<file path="src/rtl/gtePkg.sv">
`default_nettype none

package gtePkg;

	// Datapath widths
	localparam int MacW     = 49;	// Accumulated MAC value
	localparam int OperandW = 16;	// Signed multiplier operands
	localparam int LaneW    = 2;

	// Lane codes, one per MAC channel
	localparam logic [LaneW-1:0] LaneMac1 = 2'd0;	// Vector X component
	localparam logic [LaneW-1:0] LaneMac2 = 2'd1;	// Vector Y component
	localparam logic [LaneW-1:0] LaneMac3 = 2'd2;	// Vector Z component
	localparam logic [LaneW-1:0] LaneMac0 = 2'd3;	// Scalar channel

	// Result field widths
	localparam int IrW     = 16;
	localparam int ColorW  = 8;
	localparam int ZW      = 16;
	localparam int ScreenW = 11;
	localparam int Ir0W    = 13;

	// --------------------------------------------------
	// FLAG word layout
	// --------------------------------------------------
	localparam int          FlagDivBit    = 17;	// Divider overflow, no divider here
	localparam logic [31:0] FlagErrorMask = 32'h7F87_E000;	// Bits 30..23 and 18..13

	// Ascending ranges so element 0 lands on the MAC1 / R bit
	typedef struct packed {
		logic        errorSum;	// 31
		logic [0:2]  macPos;	// 30..28
		logic [0:2]  macNeg;	// 27..25
		logic [0:2]  irSat;		// 24..22
		logic [0:2]  colorSat;	// 21..19
		logic        otzSat;	// 18
		logic        divOvf;	// 17
		logic        mac0Pos;	// 16
		logic        mac0Neg;	// 15
		logic        sxSat;		// 14
		logic        sySat;		// 13
		logic        ir0Sat;	// 12
		logic [11:0] reserved;
	} gteFlagFields;

	// Whole register for reads, field view for updates
	typedef union packed {
		logic [31:0]  raw;
		gteFlagFields fields;
	} gteFlagWord;

endpackage

`default_nettype wire
</file>
<file path="src/rtl/gteMacStage.sv">
`timescale 1ns/1ps
`default_nettype none

module gteMacStage (
	input  wire  clk,
	input  wire  rstN,
	input  wire  opValid,
	input  wire  signed [gtePkg::OperandW-1:0] opA,
	input  wire  signed [gtePkg::OperandW-1:0] opB,
	input  wire  accumulate,
	input  wire  sf,
	input  wire  lm,
	input  wire  [gtePkg::LaneW-1:0] lane,
	input  wire  flagClear,
	output logic resultValid,	// Two cycles after opValid
	output logic [gtePkg::IrW-1:0]     resultIr,
	output logic [gtePkg::ColorW-1:0]  resultColor,
	output logic [gtePkg::ZW-1:0]      resultZ,
	output logic [gtePkg::ScreenW-1:0] resultScreen,
	output logic [gtePkg::Ir0W-1:0]    resultIr0,
	output logic [31:0] flagWord
);

	// Accumulator to checker and limiter
	logic signed [gtePkg::MacW-1:0] macValue;
	logic macValid;
	logic macSf;
	logic macLm;
	logic [gtePkg::LaneW-1:0] macLane;

	// Checker flags
	logic AxPos, AxNeg, FPos, FNeg, G, H, B, C, D;

	// Limiter fields
	logic [gtePkg::IrW-1:0]     irRaw, irBound;
	logic [gtePkg::ColorW-1:0]  colorRaw, colorBound;
	logic [gtePkg::ZW-1:0]      zRaw, zBound;
	logic [gtePkg::ScreenW-1:0] screenRaw, screenBound;
	logic [gtePkg::Ir0W-1:0]    ir0Raw, ir0Bound;

	gteMacAccumulator gteMacAccumulator_i (
		.clk(clk), .rstN(rstN), .opValid(opValid), .opA(opA), .opB(opB),
		.accumulate(accumulate), .sf(sf), .lm(lm), .lane(lane),
		.macValue(macValue), .macValid(macValid), .macSf(macSf), .macLm(macLm),
		.macLane(macLane)
	);

	// Range checks and field extraction run side by side
	GTEOverflowFLAGS GTEOverflowFLAGS_i (
		.v(macValue), .sf(macSf), .lm(macLm),
		.AxPos(AxPos), .AxNeg(AxNeg), .FPos(FPos), .FNeg(FNeg),
		.G(G), .H(H), .B(B), .C(C), .D(D)
	);

	gteFieldLimiter gteFieldLimiter_i (
		.macValue(macValue), .sf(macSf), .lm(macLm),
		.irRaw(irRaw), .irBound(irBound), .colorRaw(colorRaw), .colorBound(colorBound),
		.zRaw(zRaw), .zBound(zBound), .screenRaw(screenRaw), .screenBound(screenBound),
		.ir0Raw(ir0Raw), .ir0Bound(ir0Bound)
	);

	gteFlagWriter gteFlagWriter_i (
		.clk(clk), .rstN(rstN), .macValid(macValid), .macLane(macLane),
		.flagClear(flagClear),
		.AxPos(AxPos), .AxNeg(AxNeg), .FPos(FPos), .FNeg(FNeg),
		.G(G), .H(H), .B(B), .C(C), .D(D),
		.irRaw(irRaw), .irBound(irBound), .colorRaw(colorRaw), .colorBound(colorBound),
		.zRaw(zRaw), .zBound(zBound), .screenRaw(screenRaw), .screenBound(screenBound),
		.ir0Raw(ir0Raw), .ir0Bound(ir0Bound),
		.resultValid(resultValid), .resultIr(resultIr), .resultColor(resultColor),
		.resultZ(resultZ), .resultScreen(resultScreen), .resultIr0(resultIr0),
		.flagWord(flagWord)
	);

endmodule

`default_nettype wire

</file>
<file path="src/rtl/gteFlagWriter.sv">
`timescale 1ns/1ps
`default_nettype none

module gteFlagWriter (
	input  wire  clk,
	input  wire  rstN,
	input  wire  macValid,
	input  wire  [gtePkg::LaneW-1:0] macLane,
	input  wire  flagClear,	// Zero sticky flags on next edge
	input  wire  AxPos,
	input  wire  AxNeg,
	input  wire  FPos,
	input  wire  FNeg,
	input  wire  G,
	input  wire  H,
	input  wire  B,
	input  wire  C,
	input  wire  D,
	input  wire  [gtePkg::IrW-1:0]     irRaw,
	input  wire  [gtePkg::IrW-1:0]     irBound,
	input  wire  [gtePkg::ColorW-1:0]  colorRaw,
	input  wire  [gtePkg::ColorW-1:0]  colorBound,
	input  wire  [gtePkg::ZW-1:0]      zRaw,
	input  wire  [gtePkg::ZW-1:0]      zBound,
	input  wire  [gtePkg::ScreenW-1:0] screenRaw,
	input  wire  [gtePkg::ScreenW-1:0] screenBound,
	input  wire  [gtePkg::Ir0W-1:0]    ir0Raw,
	input  wire  [gtePkg::Ir0W-1:0]    ir0Bound,
	output logic resultValid,
	output logic [gtePkg::IrW-1:0]     resultIr,
	output logic [gtePkg::ColorW-1:0]  resultColor,
	output logic [gtePkg::ZW-1:0]      resultZ,
	output logic [gtePkg::ScreenW-1:0] resultScreen,
	output logic [gtePkg::Ir0W-1:0]    resultIr0,
	output logic [31:0] flagWord
);

	gtePkg::gteFlagWord flagReg;
	gtePkg::gteFlagWord flagNext;

	// --------------------------------------------------
	// Saturated or raw result fields
	// --------------------------------------------------
	always_ff @(posedge clk) begin
		if (macValid) begin
			resultIr     <= B ? irBound : irRaw;
			resultColor  <= C ? colorBound : colorRaw;
			resultZ      <= D ? zBound : zRaw;
			resultScreen <= G ? screenBound : screenRaw;
			resultIr0    <= H ? ir0Bound : ir0Raw;
		end
	end

	// Sticky flag update, clear drops old bits only
	always_comb begin
		flagNext = flagClear ? '0 : flagReg;
		if (macValid) begin
			if (macLane == gtePkg::LaneMac0) begin
				flagNext.fields.mac0Pos |= FPos;
				flagNext.fields.mac0Neg |= FNeg;
				flagNext.fields.ir0Sat  |= H;
			end else begin
				flagNext.fields.macPos[macLane]   |= AxPos;	// Lane code is the vector index
				flagNext.fields.macNeg[macLane]   |= AxNeg;
				flagNext.fields.irSat[macLane]    |= B;
				flagNext.fields.colorSat[macLane] |= C;
				if (macLane == gtePkg::LaneMac1) flagNext.fields.sxSat  |= G;
				if (macLane == gtePkg::LaneMac2) flagNext.fields.sySat  |= G;
				if (macLane == gtePkg::LaneMac3) flagNext.fields.otzSat |= D;
			end
		end
		flagNext.fields.errorSum = |(flagNext.raw & gtePkg::FlagErrorMask);	// Not bit 22 or colour
	end

	always_ff @(posedge clk) begin
		if (!rstN) begin
			resultValid <= 1'b0;
			flagReg     <= '0;
		end else begin
			resultValid <= macValid;	// Flags land with the result
			flagReg     <= flagNext;
		end
	end

	assign flagWord = flagReg.raw;

	// No divider in this lane
	assert property (@(posedge clk) disable iff (!rstN) !flagWord[gtePkg::FlagDivBit])
		else $error("gteFlagWriter: divide flag set");

endmodule

`default_nettype wire

</file>
<file path="src/rtl/gteFieldLimiter.sv">
`timescale 1ns/1ps
`default_nettype none

module gteFieldLimiter (
	input  wire  signed [gtePkg::MacW-1:0] macValue,
	input  wire  sf,	// Select bit 12 as field base
	input  wire  lm,	// IR floor at 0
	output logic [gtePkg::IrW-1:0]     irRaw,
	output logic [gtePkg::IrW-1:0]     irBound,
	output logic [gtePkg::ColorW-1:0]  colorRaw,
	output logic [gtePkg::ColorW-1:0]  colorBound,
	output logic [gtePkg::ZW-1:0]      zRaw,
	output logic [gtePkg::ZW-1:0]      zBound,
	output logic [gtePkg::ScreenW-1:0] screenRaw,
	output logic [gtePkg::ScreenW-1:0] screenBound,
	output logic [gtePkg::Ir0W-1:0]    ir0Raw,
	output logic [gtePkg::Ir0W-1:0]    ir0Bound
);

	logic sgn;
	logic [15:0] shifted;	// Value >> (sf * 12), low 16 bits

	assign sgn     = macValue[gtePkg::MacW-1];
	assign shifted = sf ? macValue[27:12] : macValue[15:0];

	// --------------------------------------------------
	// Raw slices
	// --------------------------------------------------
	assign irRaw     = shifted;
	assign zRaw      = shifted;
	assign colorRaw  = sf ? macValue[23:16] : macValue[11:4];	// Extra >> 4
	assign screenRaw = macValue[26:16];	// Always >> 16
	assign ir0Raw    = macValue[24:12];	// Always >> 12, 13 bits hold 4096

	// --------------------------------------------------
	// Bounds from sign alone
	// --------------------------------------------------
	// IR signed limits or 0 floor with lm
	always_comb begin
		if (!sgn)
			irBound = {1'b0, {(gtePkg::IrW-1){1'b1}}};
		else if (lm)
			irBound = '0;
		else
			irBound = {1'b1, {(gtePkg::IrW-1){1'b0}}};
	end

	assign colorBound  = sgn ? '0 : {gtePkg::ColorW{1'b1}};
	assign zBound      = sgn ? '0 : {gtePkg::ZW{1'b1}};
	assign screenBound = sgn ? {1'b1, {(gtePkg::ScreenW-1){1'b0}}}	// -0x400
		: {1'b0, {(gtePkg::ScreenW-1){1'b1}}};	// 0x3FF
	assign ir0Bound    = sgn ? '0 : {1'b1, {(gtePkg::Ir0W-1){1'b0}}};	// 0 or 0x1000

endmodule

`default_nettype wire

</file>
<file path="src/rtl/gteMacAccumulator.sv">
`timescale 1ns/1ps
`default_nettype none

module gteMacAccumulator (
	input  wire  clk,
	input  wire  rstN,
	input  wire  opValid,	// One operation per high cycle
	input  wire  signed [gtePkg::OperandW-1:0] opA,
	input  wire  signed [gtePkg::OperandW-1:0] opB,
	input  wire  accumulate,	// Add product to previous value
	input  wire  sf,
	input  wire  lm,
	input  wire  [gtePkg::LaneW-1:0] lane,
	output logic signed [gtePkg::MacW-1:0] macValue,
	output logic macValid,
	output logic macSf,		// Controls aligned with macValue
	output logic macLm,
	output logic [gtePkg::LaneW-1:0] macLane
);

	logic signed [2*gtePkg::OperandW-1:0] product;
	logic signed [gtePkg::MacW-1:0] productExt;
	logic signed [gtePkg::MacW-1:0] accIn;
	logic signed [gtePkg::MacW-1:0] sum;

	assign product    = opA * opB;	// 32 bit signed product
	assign productExt = {{(gtePkg::MacW-2*gtePkg::OperandW){product[2*gtePkg::OperandW-1]}},
		product};
	assign accIn      = accumulate ? macValue : '0;	// Previous result, even one still in flight
	assign sum        = productExt + accIn;

	// Accumulator state
	always_ff @(posedge clk) begin
		if (!rstN) begin
			macValid <= 1'b0;
			macValue <= '0;
		end else begin
			macValid <= opValid;
			if (opValid) macValue <= sum;
		end
	end

	// Controls travel with the value
	always_ff @(posedge clk) begin
		if (opValid) begin
			macSf   <= sf;
			macLm   <= lm;
			macLane <= lane;
		end
	end

	// Every valid MAC output traces back to an accepted operation
	assert property (@(posedge clk) disable iff (!rstN) $rose(macValid) |-> $past(opValid))
		else $error("gteMacAccumulator: macValid rose without opValid");

endmodule

`default_nettype wire

</file>
<file path="src/rtl/GTEOverflowFLAGS.sv">
`timescale 1ns/1ps
`default_nettype none

module GTEOverflowFLAGS (
	input  wire signed [gtePkg::MacW-1:0] v,	// Registered MAC value
	input  wire  sf,	// Fields start at bit 12 when set
	input  wire  lm,	// IR floor is 0 when set
	output logic AxPos,	// MAC1..3 too large
	output logic AxNeg,	// MAC1..3 too small
	output logic FPos,	// MAC0 too large
	output logic FNeg,	// MAC0 too small
	output logic G,		// Screen coordinate out of 11 bits
	output logic H,		// IR0 outside 0..4096
	output logic B,		// IR out of range
	output logic C,		// Colour out of 0..255
	output logic D		// Z out of 0..65535
);

	// A value is in range when every bit above the field equals the sign.
	// Positive side ORs the high bits, negative side ANDs them.
	logic sgn;
	logic isPos;
	logic or47to42, or47to31, or47to28, or47to27, or47to26;
	logic or47to24, or47to16, or47to15, or47to12;
	logic and47to42, and47to31, and47to27, and47to26, and47to15;
	logic is4096;
	logic bOver, bUnder;

	assign sgn   = v[gtePkg::MacW-1];
	assign isPos = !sgn;

	// --------------------------------------------------
	// Shared reduction chains, widest range first
	// --------------------------------------------------
	assign or47to42  = |v[47:42];				// A
	assign or47to31  = or47to42 | (|v[41:31]);	// F
	assign or47to28  = or47to31 | (|v[30:28]);	// D with sf
	assign or47to27  = or47to28 | v[27];		// B with sf
	assign or47to26  = or47to27 | v[26];		// G, field at 26:16
	assign or47to24  = or47to26 | (|v[25:24]);	// C with sf, H
	assign or47to16  = or47to24 | (|v[23:16]);	// D without sf
	assign or47to15  = or47to16 | v[15];		// B without sf
	assign or47to12  = or47to15 | (|v[14:12]);	// C without sf, field at 11:4

	assign and47to42 = &v[47:42];
	assign and47to31 = and47to42 & (&v[41:31]);
	assign and47to27 = and47to31 & (&v[30:27]);
	assign and47to26 = and47to27 & v[26];
	assign and47to15 = and47to26 & (&v[25:15]);

	// Exactly 0x1000 after the 12 bit shift is still legal for IR0
	assign is4096 = !or47to26 && !v[25] && v[24] && !(|v[23:12]);

	// IR limits move with sf
	assign bOver  = sf ? or47to27 : or47to15;
	assign bUnder = sf ? !and47to27 : !and47to15;

	// --------------------------------------------------
	// Flag outputs
	// --------------------------------------------------
	assign AxPos = isPos & or47to42;
	assign AxNeg = sgn & !and47to42;
	assign FPos  = isPos & or47to31;
	assign FNeg  = sgn & !and47to31;
	assign G     = isPos ? or47to26 : !and47to26;	// -0x400..0x3FF
	assign H     = sgn | (or47to24 & !is4096);		// Anything negative fails
	assign B     = isPos ? bOver : (lm | bUnder);	// With lm any negative clamps
	assign C     = sgn | (sf ? or47to24 : or47to12);
	assign D     = sgn | (sf ? or47to28 : or47to16);

	// Chains agree with plain signed compares, so a pair is never both high
	always_comb begin
		assert (AxPos == (v >= 49'sh400_0000_0000) && AxNeg == (v < -49'sh400_0000_0000)
			&& FPos == (v >= 49'sh0_8000_0000) && FNeg == (v < -49'sh0_8000_0000))
			else $error("GTEOverflowFLAGS: MAC range flags disagree with the value");
	end

endmodule

`default_nettype wire

</file>
<file path="config.mk">
export PLATFORM = sky130hd
export DESIGN_NAME = gteMacStage
export DESIGN_NICKNAME = d
export VERILOG_FILES = /design/src/rtl/gtePkg.sv /design/src/rtl/gteMacStage.sv /design/src/rtl/gteFlagWriter.sv /design/src/rtl/gteFieldLimiter.sv /design/src/rtl/gteMacAccumulator.sv /design/src/rtl/GTEOverflowFLAGS.sv
export SDC_FILE = /design/constraint.sdc
export NUM_CORES = 1
export LEC_CHECK = 0
export BUFFER_PORTS_ARGS = -buffer_cell sky130_fd_sc_hd__clkbuf_2
export CAP_MARGIN = 20
export CELL_PAD_IN_SITES_DETAIL_PLACEMENT = 1
export CELL_PAD_IN_SITES_GLOBAL_PLACEMENT = 2
export CORE_MARGIN = 3
export CORE_UTILIZATION = 40
export CTS_CLUSTER_DIAMETER = 100
export DETAILED_ROUTE_END_ITERATION = 7
export PLACE_DENSITY = 0.86
export SETUP_SLACK_MARGIN = 0.3
export SLEW_MARGIN = 20
export SYNTH_ARGS = -nofsm -noshare
export SYNTH_HDL_FRONTEND = slang
export SYNTH_SLANG_ARGS = --single-unit
</file>
<file path="constraint.sdc">
create_clock -name clk -period 8.9 [get_ports clk]
set_input_delay 0.445 -clock clk [delete_from_list [all_inputs] [get_ports clk]]
set_output_delay 0.445 -clock clk [all_outputs]
set_load 0.03 [all_outputs]
</file>
# [Word level (Yosys, flattened, before mapping)]
# Cells that the tools add are included.
# Widths: inputs -> output; s select.
[word_totals] ff_bits=139 latchBits=0 mem_bits_rw=0 romBits=0 in_bits=41 wordCells=126 memories=0
[classes] add_sub_neg=1 mul=1 n_div=0 n_lt_le_gt_ge=2 n_eq_ne=3 shift=0 mux=48 bitwise=32 n_reduce_logical=27
[ops] cell="$mux 16" count=6
[ops] cell="$mux 13" count=4
[ops] cell="$add 32x49->49" count=1
[ops] cell="$mux 49" count=1
[ops] cell="$mul 16x16->32" count=1
[ops] cell="$mux 31" count=1
[ops] cell="$mux 8" count=3
[ops] cell="$mux 11" count=2
[ops] cell="$or 1x1->1" count=22
[ops] cell="$reduce_and 11->1" count=2
[ops] cell="$mux 1" count=19
[ops] cell="$reduce_or 14->1" count=1
[ops] cell="$bwmux 3" count=4
[ops] cell="$reduce_or 12->1" count=1
[ops] cell="$reduce_or 11->1" count=1
[ops] cell="$logic_not 1->1" count=10
[ops] cell="$and 1x1->1" count=9
[ops] cell="$bmux 1 s2" count=4
[ops] cell="$reduce_or 8->1" count=1
[ops] cell="$reduce_and 6->1" count=1
[ops] cell="$reduce_or 3->1" count=2
[ops] cell="$reduce_or 6->1" count=1
[ops] cell="$mux 5" count=1
[ops] cell="$eq 2x2->1 const B" count=2
[ops] cell="other kinds (10)" count=14

# [Logic depth before layout (Yosys ltp)]
# Gate-level depths: netlist (run 1).
[depth] ltp_word=16 depth_mapped=24 depth_no_buf=23

# [Cells and area by module]
# Synthesis (run 1) repeated with hierarchy kept, for this count alone.
[unflattened] cells_unflattened=2217 hier_area_um2=21339.2
[modules_own_cells] module="gteMacAccumulator" n_inst=1 cells_per_inst=1769 area_each_um2=16198.0
[modules_own_cells] module="gteFlagWriter" n_inst=1 cells_per_inst=268 area_each_um2=3781.1
[modules_own_cells] module="gteFieldLimiter" n_inst=1 cells_per_inst=131 area_each_um2=1088.5
[modules_own_cells] module="GTEOverflowFLAGS" n_inst=1 cells_per_inst=49 area_each_um2=271.5

# [Least setup slack after synthesis (run 1)]
# OpenSTA, ideal clock, no wires.
[synth_path] path_type="input port to flip-flop" from="input port opB[1] (netlist name)" to="register gteMacAccumulator_i.macValue[44] (netlist name)" setup_ns=0.130 t_arrival_ns=6.734 t_required_ns=8.770 path_slack_ns=2.036 path_stages=21 path_buffers=1 path_cell_list="clkbuf_1 -> nand2_1 -> inv_1 -> fa_1 -> inv_1 -> fa_1 -> fa_1 -> fa_1 -> inv_1 -> fa_1 -> inv_1 -> fa_1 -> inv_1 -> ha_1 -> a21o_1 -> a21oi_1 -> o21ai_0 -> a2111o_1 -> o21ai_0 -> xor2_1 -> o21ai_0"
[synth_via] elab_chain_len=2
[synth_rtl] item="start, declared" line="gteMacStage.sv:9" rtl="input wire signed [gtePkg::OperandW-1:0] opB,"
[synth_rtl] item="$mul 16x16->32" line="gteMacAccumulator.sv:26" rtl="assign product = opA * opB;"
[synth_rtl] item="$add 32x49->49" line="gteMacAccumulator.sv:30" rtl="assign sum = productExt + accIn;"
[synth_rtl] item="end signal, assigned" line="gteMacAccumulator.sv:39" rtl="if (opValid) macValue <= sum;"
[synth_rtl] item="end, declared" line="gteMacAccumulator.sv:14" rtl="output logic signed [gtePkg::MacW-1:0] macValue,"
# Every way passes these cells.
# A chain may end at the register's enable or synchronous reset.

# [Final worst setup path (run 1)]
[layout_path] from="input port opA[15] (netlist name)" to="register gteMacAccumulator_i.macValue[44] (netlist name)"
[layout_via] elab_chain_len=2
[layout_rtl] item="start, declared" line="gteMacStage.sv:8" rtl="input wire signed [gtePkg::OperandW-1:0] opA,"
[layout_rtl] item="$mul 16x16->32" line="gteMacAccumulator.sv:26"
[layout_rtl] item="$add 32x49->49" line="gteMacAccumulator.sv:30"
# Every way passes these cells.

==> metrics.txt, run 1 <==
Detailed Route Iter0 Violations around 700; Max Clk Rate 136 MHz; Post-DRT Antenna Nets 0; Yosys reg bits 139; final setup TNS 0 ps; Final period util a little over 80%; die area ~0.053 mm^2; Max Clock Skew approximately 11 ps; Setup WS post-layout 1530 ps; sequential element share of the synthesized area about 17%; 1st-pass router iterations 5; number of global-route vias before repair 17,221; Root Driver clkbuf_16; CTS tree yes; Die Span Y about 230 um; DPL Wire Length ~46,000 um; area grow syn2layout 8.23%; Post-Syn Instances approximately 2,100; antenna violations before repair 0; clk slew on worst S/H paths 60 ps; Avg Cell Area, Syn approximately 9.4 um^2; setup bufs post-CTS 0; Clock Tree Buf Depth 2; hold crit path type input pin to flop; critical path type input pin to flop; largest net degree at the start of global routing between 60 and 70; Core Footprint 0.0494 mm^2; critical path capture point type flop; Resized cells post-CTS 0; RSZ-0062 raised after global routing no; Synth warnings 0; Skew-Pair Late Insertion Delay roughly 420 ps; Startpoint Class input pin; FFs w/ async S/R, synth 0%; nets@finish 2,740; synth top area cells fa_1 (36%), edfxtp_1 (10%), inv_1 (8.6%); worst hold stages 1; htree depth 4; critical path required time 9180 ps; status complete, no violations; Yosys top cell by area fa_1; max-slew violation count 0; # DRC 0; reg2reg path depth 18; number of synthesized flops with an enable pin just under 70; Post-synth top flop dfxtp_1; Data arrival, critical path 7650 ps; Clock Sink Count approximately 140; max_slew headroom 25.6%; Place WS approximately 1100 ps; first-pass GRT wire length around 93,000 um; worst-margin pin slew approximately 1100 ps; Buffers on Ports about 130; Synth cell types between 70 and 80; final setup vio count 0; Syn Std Cell Area approximately 0.020 mm^2; filler instances about 5,700; Worst Path Max Fanout 16; FP Rows slightly above 80; min Tclk post-route 7370 ps; share of the synthesized area in the top cell type a little over a third; gpl congestion about 0.86; maxcap violations 0; TritonCTS Buffers 17; Die Width 230 um; Starting Density 40.8%; cts hold-fix bufs 0; share of layout cells above drive strength 1 approximately 8.5%; num ports around 140; final hold violation count 0; Total Wirelength roughly 57,000 um; grt total ovfl 0; via count 14,962; Total Routing Usage GR 22.3%; vias per cell just over 5; drt wl/cell between 15 and 20 um
[worst paths after layout]
kind,startpoint,slack (ps),end
setup / recovery,opA[15],1530,gteMacAccumulator_i.macValue[44]$_SDFFE_PN0P_
hold / removal,lane[0],200,gteMacAccumulator_i.macLane[0]$_DFFE_PP_
setup reg to reg,gteMacAccumulator_i.macValue[15]$_SDFFE_PN0P_,2700,gteMacAccumulator_i.macValue[42]$_SDFFE_PN0P_
hold reg to reg,gteFlagWriter_i.flagWord[17]$_SDFF_PN0_,500,gteFlagWriter_i.flagWord[17]$_SDFF_PN0_
[critical path, stage by stage]
cell and delay, ps:
clkbuf_2 260, nand2_1 230, inv_1 90, fa_2 650
inv_1 120, fa_1 880, fa_1 640, fa_1 750
inv_1 380, fa_1 620, inv_1 50, fa_1 470
inv_1 40, ha_1 340, a21o_1 230, a21oi_1 280
o21ai_0 230, a2111o_1 390, o21ai_0 300, xor2_1 170
o21ai_0 80
[state kept, by name, summed over array words and instances, names as in the netlist]
signal	count
gteMacAccumulator_i.macValue	49
gteMacAccumulator_i.macValid	1
gteMacAccumulator_i.macSf	1
gteMacAccumulator_i.macLane	2
gteFlagWriter_i.flagWord	20
gteMacAccumulator_i.macLm	1
gteFlagWriter_i.resultIr0	13
gteFlagWriter_i.resultScreen	11
gteFlagWriter_i.resultZ	16
gteFlagWriter_i.resultValid	1
gteFlagWriter_i.resultColor	8
gteFlagWriter_i.resultIr	16
[final cells by class]
cell class	instances	area (um^2)	share of cell area [%]
clock inverters	14	141	0.649
flip-flops and latches	139	3460	15.9
multi-input cells	1447	14500	66.5
diodes	1	2.50	0.0115
clock buffers	18	429	1.97
inverters	463	1740	7.98
repair buffers	132	678	3.11
well taps	664	831	3.82
[per-stage QoR]
stage / hold slack [ps] / std cells / utilization (%) / instance area, um^2
2_1_floorplan: 460 / 2147 / - / 20200
3_3_place_gp: 475 / 2845 / 42.9 / 21200
4_1_cts: 188 / 2877 / 44.1 / 21800
6_report: 203 / 2878 / 44.1 / 21800
3_5_place_dp: 491 / 2845 / 43.0 / 21200
5_1_grt: 184 / 2877 / 44.1 / 21800
[cell usage after synthesis, types with 13 or more instances]
library cell,number
xnor2_1,27
a21oi_1,106
clkbuf_1,65
nand4_1,22
mux2i_1,44
o21ai_0,43
nand2_1,171
edfxtp_1,68
fa_1,366
a21o_1,17
inv_1,460
buf_4,15
xor2_1,13
and2_1,186
nor2_1,126
dfxtp_1,71
ha_1,133
nand3_1,26
[kinds of logic after synthesis]
kind of cell	synth area share, %
other	0.0186
and+or+nand+nor	15.0
buffers and inverters	11.0
adders and majority gates	44.7
AOI/OAI and AO/OA	8.17
xor gates and xnor gates	1.74
muxes	2.19
DFF	17.2
[cell usage in the layout (no fill, tap or decap), drive strengths merged, types with 13 or more instances in the layout]
master,n
inv,464
xor2,13
a21oi,106
xnor2,27
mux2i,44
a21o,18
and2,187
clkbuf,143
nand3,26
nor2,126
nand2,172
ha,133
fa,366
o21ai,44
dfxtp,71
nand4,22
edfxtp,68
[routing by layer]
layer	part of all wire, %	GRT usage, %	vias up	routed length [um]
met3	2.3	1.82	80	1310
met2	56	42.8	268	31500
met4	2.9	6.41	0	1660
met1	39	26.3	7858	22000
met5	0	0	-	0
li1	-	-	6756	-
Power of run 1 is left out: the tool's default activity adds up to more than one toggle a clock period on the data nets, which glitch-free logic cannot reach.
==> inputs of run 2 (changes only) <==
--- a/config.mk
+++ b/config.mk
@@ -10,10 +10,10 @@
 export CELL_PAD_IN_SITES_DETAIL_PLACEMENT = 1
 export CELL_PAD_IN_SITES_GLOBAL_PLACEMENT = 2
 export CORE_MARGIN = 3
-export CORE_UTILIZATION = 40
+export CORE_UTILIZATION = 37
 export CTS_CLUSTER_DIAMETER = 100
 export DETAILED_ROUTE_END_ITERATION = 7
-export PLACE_DENSITY = 0.86
+export PLACE_DENSITY = 0.84
 export SETUP_SLACK_MARGIN = 0.3
 export SLEW_MARGIN = 20
 export SYNTH_ARGS = -nofsm -noshare
==> constraint.sdc (replaced) <==
create_clock -name clk -period 6.1 [get_ports clk]
set_input_delay 0.305 -clock clk [delete_from_list [all_inputs] [get_ports clk]]
set_output_delay 0.305 -clock clk [all_outputs]
set_load 0.03 [all_outputs]
==> run 2 against run 1 <==
Compared with the run above: clock skew shrank 2.9 ps; cell count grew 11%; setup slack lost 1400 ps; utilization grew 3.5 points; critical endpoint is now gteMacAccumulator_i.macValue[42]$_SDFFE_PN0P_.
==> metrics.txt, run 2 (same netlist as run 1, synthesis figures left out) <==
Die Span Y ~240 um; Skew-Pair Late Insertion Delay around 430 ps; largest net degree at the start of global routing 58; grt total ovfl 0; reg2reg path depth 19; Buffers on Ports 125; hold crit path type input pin to flop; final setup TNS 0 ps; hold wc startpoint lane[0]; CTS tree yes; drt wl/cell 18.8 um; most common cell after layout, fill and taps aside inv_1; Max Clock Skew 8.15 ps; Top delay family on crit path adder cells; crit-path max cell delay between 500 and 600 ps; FP Rows 84; DPL Wire Length 49,900 um; top routing layer in use met4; 1st-pass router iterations 5; maxcap violations 0; CP max stage cell fa_1; via count around 16,000; FF-to-FF End gteMacAccumulator_i.macValue[42]$_SDFFE_PN0P_; R2R Path Start gteMacAccumulator_i.macValue[15]$_SDFFE_PN0P_; # diodes 0; critical path capture point type flop; worst-margin pin slew between 1000 and 1500 ps; Clock Sink Count 139; final setup vio count 0; Clock Tree Buf Depth 2; status complete, no violations; Data arrival, critical path between 6000 and 7000 ps; Post-DRT Antenna Nets 0; nets@finish between 3,000 and 4,000; metal3 WL between 900 and 1000 um; num ports 138; number of flip-flops in the largest register a little under 50; multi-input logic area about 0.015 mm^2; critical path required time about 6500 ps; Core Footprint roughly 0.053 mm^2; Metal-1 WL 24,600 um; share of layout cells above drive strength 1 approximately a quarter; final hold violation count 0; CP dominant cell by count fa_1; area grow syn2layout 25.8%; Detailed Route Iter0 Violations 681; RSZ-0062 raised after global routing yes; Top reg by flops gteMacAccumulator_i.macValue; Max Clk Rate around 170 MHz; TritonCTS Buffers 17; clk slew on worst S/H paths roughly 60 ps; worst path bufs/invs 10; hold_ws ~56 ps; FF-to-FF setup slack approximately 510 ps; wire length on met2 approximately 33,000 um; htree depth 4; Starting Density 37.8%; number of global-route vias before repair between 15,000 and 20,000; die area roughly 0.057 mm^2; Total Routing Usage GR 21.5%; Worst Path Max Fanout 7; max_slew headroom approximately 27%; Root Driver clkbuf_16; # DRC 0; FF/Latch Area 0.00346 mm^2; filler instances 6,006; Startpoint Class input pin; worst hold stages 1; min Tclk post-route 5940 ps; max-slew violation count 0; vias per cell between 4 and 5; first-pass GRT wire length about 97,000 um; Die Width between 200 and 250 um; Final period util 97.4%; Hold Path End gteMacAccumulator_i.macLane[0]$_DFFE_PP_; Total Wirelength about 60,000 um; gpl congestion 0.868; critical path type input pin to flop; most frequent cells in the layout inv_1 (440), fa_1 (354), buf_4 (262); antenna violations before repair 1
-- run 2: cell types whose count changed in the layout (fill, tap and decap cells not counted), sizes merged --
cell / before / now
diode: 1 / 0
clkbuf: 143 / 138
clkinvlp: 3 / 6
clkinv: 8 / 5
buf: 7 / 300
inv: 464 / 462
bufinv: 2 / 3
-- run 2: worst reg2reg max path, cell delays in order, from the launching register on --
cell	delay, ps
dfxtp_1	330
nand2_1	120
fa_1	530
inv_1	50
fa_1	530
fa_1	460
fa_1	550
inv_1	50
fa_1	490
inv_1	70
ha_4	270
nand4_1	190
or3_4	390
a311oi_2	320
o21ai_2	120
a211oi_2	220
buf_4	170
a31oi_4	100
or4_4	500
nand3_2	80
-- run 2: how the worst max path moves through the flow --
stage / slack, ps / start / end / cells after the start
after floorplan: -120 / opA[15] / gteMacAccumulator_i.macValue[47]$_SDFFE_PN0P_ / 23
after global placement: -380 / opA[15] / gteMacAccumulator_i.macValue[47]$_SDFFE_PN0P_ / 22
after detailed placement: -530 / opA[15] / gteMacAccumulator_i.macValue[42]$_SDFFE_PN0P_ / 25
after CTS: 150 / opA[15] / gteMacAccumulator_i.macValue[38]$_SDFFE_PN0P_ / 23
after global routing: 2 / opA[15] / gteMacAccumulator_i.macValue[42]$_SDFFE_PN0P_ / 26
final: 160 / opA[15] / gteMacAccumulator_i.macValue[42]$_SDFFE_PN0P_ / 26
-- run 2: routing by layer --
metal / global-route usage [%] / up-vias
met5: 0 / -
met4: 4.75 / 0
met3: 1.42 / 75
met2: 41.8 / 180
met1: 25.9 / 8372
li1: - / 7308
-- run 2: what timing repair did --
action	CTS	global route
hold buffers	0	0
setup buffers	12	29
setup endpoints to repair	20	25
pin swaps	69	95
resized for setup	131	115
-- run 2: through the flow --
| step | setup slack [ps] | cell area, um^2 | cells | utilization [%] |
|---|---|---|---|---|
| after global placement | -380 | 23300 | 3115 | 43.9 |
| after floorplan | -124 | 20400 | 2147 | - |
| after global routing | 1.68 | 25300 | 3188 | 47.6 |
| after CTS | 146 | 24600 | 3159 | 46.3 |
| after detailed placement | -529 | 23300 | 3115 | 43.9 |
| final | 162 | 25300 | 3188 | 47.6 |
-- run 2: cell type report --
type                            instances  area share (%)
Clock buffer                           19            1.75
Clock inverter                         13           0.657
Inverter                              463            6.89
Multi-Input combinational cell       1447            60.8
Sequential cell                       139            13.7
Tap cell                              688            3.40
Timing Repair Buffer                  419            12.9
Power of run 2 is left out for the same reason.
==> inputs of run 3 (changes only) <==
--- a/config.mk
+++ b/config.mk
@@ -13,9 +13,10 @@
 export CORE_UTILIZATION = 37
 export CTS_CLUSTER_DIAMETER = 100
 export DETAILED_ROUTE_END_ITERATION = 7
-export PLACE_DENSITY = 0.84
+export PLACE_DENSITY = 0.83
 export SETUP_SLACK_MARGIN = 0.3
 export SLEW_MARGIN = 20
 export SYNTH_ARGS = -nofsm -noshare
 export SYNTH_HDL_FRONTEND = slang
+export SYNTH_HIERARCHICAL = 1
 export SYNTH_SLANG_ARGS = --single-unit
==> run 3 against run 2 <==
Compared with the run above: clock-buffer cell count shrank 1; setup slack lost 75 ps; flip-flop and latch count is the same; final area grew 0.52%; critical path depth shrank 1; sequential share of layout area shrank 0.071 points; worst hold slack gained 1.3 ps; routed wire length grew 0.57%; register-to-register slack gained 70 ps; synthesized area grew 6.1%; clock skew grew 0.72 ps; critical path type unchanged; largest cell class unchanged.
==> metrics.txt, run 3 <==
antenna violations before repair 1; TritonCTS Buffers 17; synth top area cells fa_1 (34%), edfxtp_1 (9.6%), inv_1 (8.0%); grt total ovfl 0; Final period util a little over nine tenths; clk slew on worst S/H paths approximately 60 ps; maxcap violations 0; first-pass GRT wire length 96,100 um; critical path capture point type flop; Clock Sink Count about 140; Startpoint Class input pin; # diodes 0; cts hold-fix bufs 0; Die Span Y approximately 250 um; final setup vio count 0; Worst Path Max Fanout 8; DPL Wire Length 49,800 um; CP max stage cell fa_2; CTS tree yes; Clock Tree Buf Depth 2; drt wl/cell between 15 and 20 um; reg2reg path depth 18; min Tclk post-route 6010 ps; filler instances ~6,400; worst hold stages 1; routing usage on met2 between 30% and 40%; Total Routing Usage GR between 20% and 30%; critical path type input pin to flop; Synth warnings 6; FFs w/ async S/R, synth 0%; max_slew headroom 39.0%; status complete, no violations; num ports about 140; hold crit path type input pin to flop; M3 GR Usage under 10%; most frequent cells in the layout inv_1 (441), fa_1 (355), buf_4 (254); gpl congestion between 0.8 and 0.9; Total Wirelength slightly above 60,000 um; most common cell after layout, fill and taps aside inv_1; Data arrival, critical path approximately 6400 ps; Post-DRT Antenna Nets 0; area grow syn2layout 19.3%; RSZ-0062 raised after global routing yes; crit-path max cell delay just over 600 ps; Layout Cell Area excl Fill approximately 0.025 mm^2; number of flip-flops in the largest register between 40 and 50; CP dominant cell by count fa_1; share of the synthesized area in the top cell type ~34%; met1 Use GR 24.3%; Yosys reg bits ~140; 1st-pass router iterations 5; number of global-route vias before repair roughly 18,000; vias per cell just under 5; most common cell in the netlist inv_1; critical path required time between 6000 and 7000 ps; hold_ws about 57 ps; Synth Area in Compound Gates a little over 6%; worst path bufs/invs 10; most common library cells after synthesis inv_1 (457), fa_1 (366), and2_1 (175); Top delay family on crit path adder cells; # DRC 0; max-slew violation count 0; number of synthesized flops with an enable pin 68; sequential element share of the synthesized area 16.2%; Root Driver clkbuf_16; Post-Synth Adder-Cell Area approximately 42%; largest family of logic cells by synthesized area adder cells; FP Rows 87; WP depth 25; Syn Std Cell Area about 0.021 mm^2; Avg Cell Area, Syn just under 10 um^2; Starting Density between 30% and 40%; worst-margin pin slew 915 ps; Die Width about 250 um; Skew-Pair Late Insertion Delay roughly 420 ps; via count ~16,000; die area between 0.06 and 0.07 mm^2; xor/xnor share of the synthesized area between 1.5 and 2%; Yosys top cell by area fa_1; Max Clk Rate about 170 MHz; Max Clock Skew between 8 and 9 ps; Buffers on Ports 125; share of layout cells above drive strength 1 about a quarter; htree depth 4; Top reg by flops gteMacAccumulator_i/macValue; simple-gate portion of the synthesized area between 10% and 20%; Post-synth top flop dfxtp_1; placed inst area 0.0237 mm^2; Detailed Route Iter0 Violations 664; mux cell area share after synthesis 6.14%; Synth cell types 74; largest net degree at the start of global routing 73; final hold violation count 0; Core Footprint between 0.05 and 0.06 mm^2; nets@finish ~3,000; Post-Syn Instances ~2,200; busiest grt layer met2
==> run 3: final timing paths <==
path                                                                     from                                             to  slack [ps]
worst max register to register  gteMacAccumulator_i/macValue[11]$_SDFFE_PN0P_  gteMacAccumulator_i/macValue[48]$_SDFFE_PN0P_         580
worst min register to register  gteMacAccumulator_i/macValue[30]$_SDFFE_PN0P_  gteMacAccumulator_i/macValue[30]$_SDFFE_PN0P_         510
worst min-delay path                                                  lane[1]       gteMacAccumulator_i/macLane[1]$_DFFE_PP_          60
worst max-delay path                                                  opA[15]  gteMacAccumulator_i/macValue[48]$_SDFFE_PN0P_          90
==> run 3: routing by layer <==
metal | wire, um | vias to the layer above | part of all wire (%)
li1 | - | 7227 | -
met1 | 24900 | 8195 | 41
met2 | 33400 | 190 | 55
met3 | 1020 | 75 | 1.7
met4 | 1130 | 0 | 1.9
met5 | 0 | - | 0
==> run 3: cell type report <==
class / count / area, um^2 / area share [%]
inverter: 457 / 1730 / 6.80
multi-input combinational: 1442 / 15700 / 61.7
tap: 756 / 946 / 3.72
clock inverter: 14 / 134 / 0.526
sequential: 139 / 3460 / 13.6
clock buffer: 18 / 450 / 1.77
timing repair buffer: 405 / 3030 / 11.9
==> run 3: metrics by stage <==
step                cells  utilization (%)  setup TNS [ps]  worst slack (ps)
finish               3231             44.9               0              86.8
global route         3231             44.9            -679              -157
CTS                  3207             43.6               0              56.1
detailed placement   3160             41.8           -9740              -644
global placement     3160             41.8           -5570              -440
floorplan            2239                -            -311              -150
==> run 3: logic make-up (layout without fill, tap and decap cells) <==
group,count (synthesis),after routing
mux,117,117
simple gates,551,551
other cells,2,24
buf+inv,658,894
xor+xnor,48,48
fa+ha+maj,499,499
compound gates,203,203
flops,139,139
==> run 3: timing repair <==
item	CTS	global route
resized for setup	72	122
endpoints found under the setup margin	25	29
pin swaps	46	77
gates cloned	0	1
endpoints found under the hold margin	0	0
buffers inserted	15	22
==> run 3: worst register-to-register path: stages, from the launching register on <==
cell and delay [ps]:
dfxtp_1 380, and2_1 210, ha_1 270, fa_1 440, fa_1 530, fa_1 560, inv_1 50, fa_1 480
inv_1 60, ha_4 290, and4_1 240, o2111a_1 260, a31oi_4 60, a211oi_4 400, a21oi_4 130, o31a_1 290
o211a_1 240, or4_4 420, a31oi_1 130
Power of run 3 is left out for the same reason.
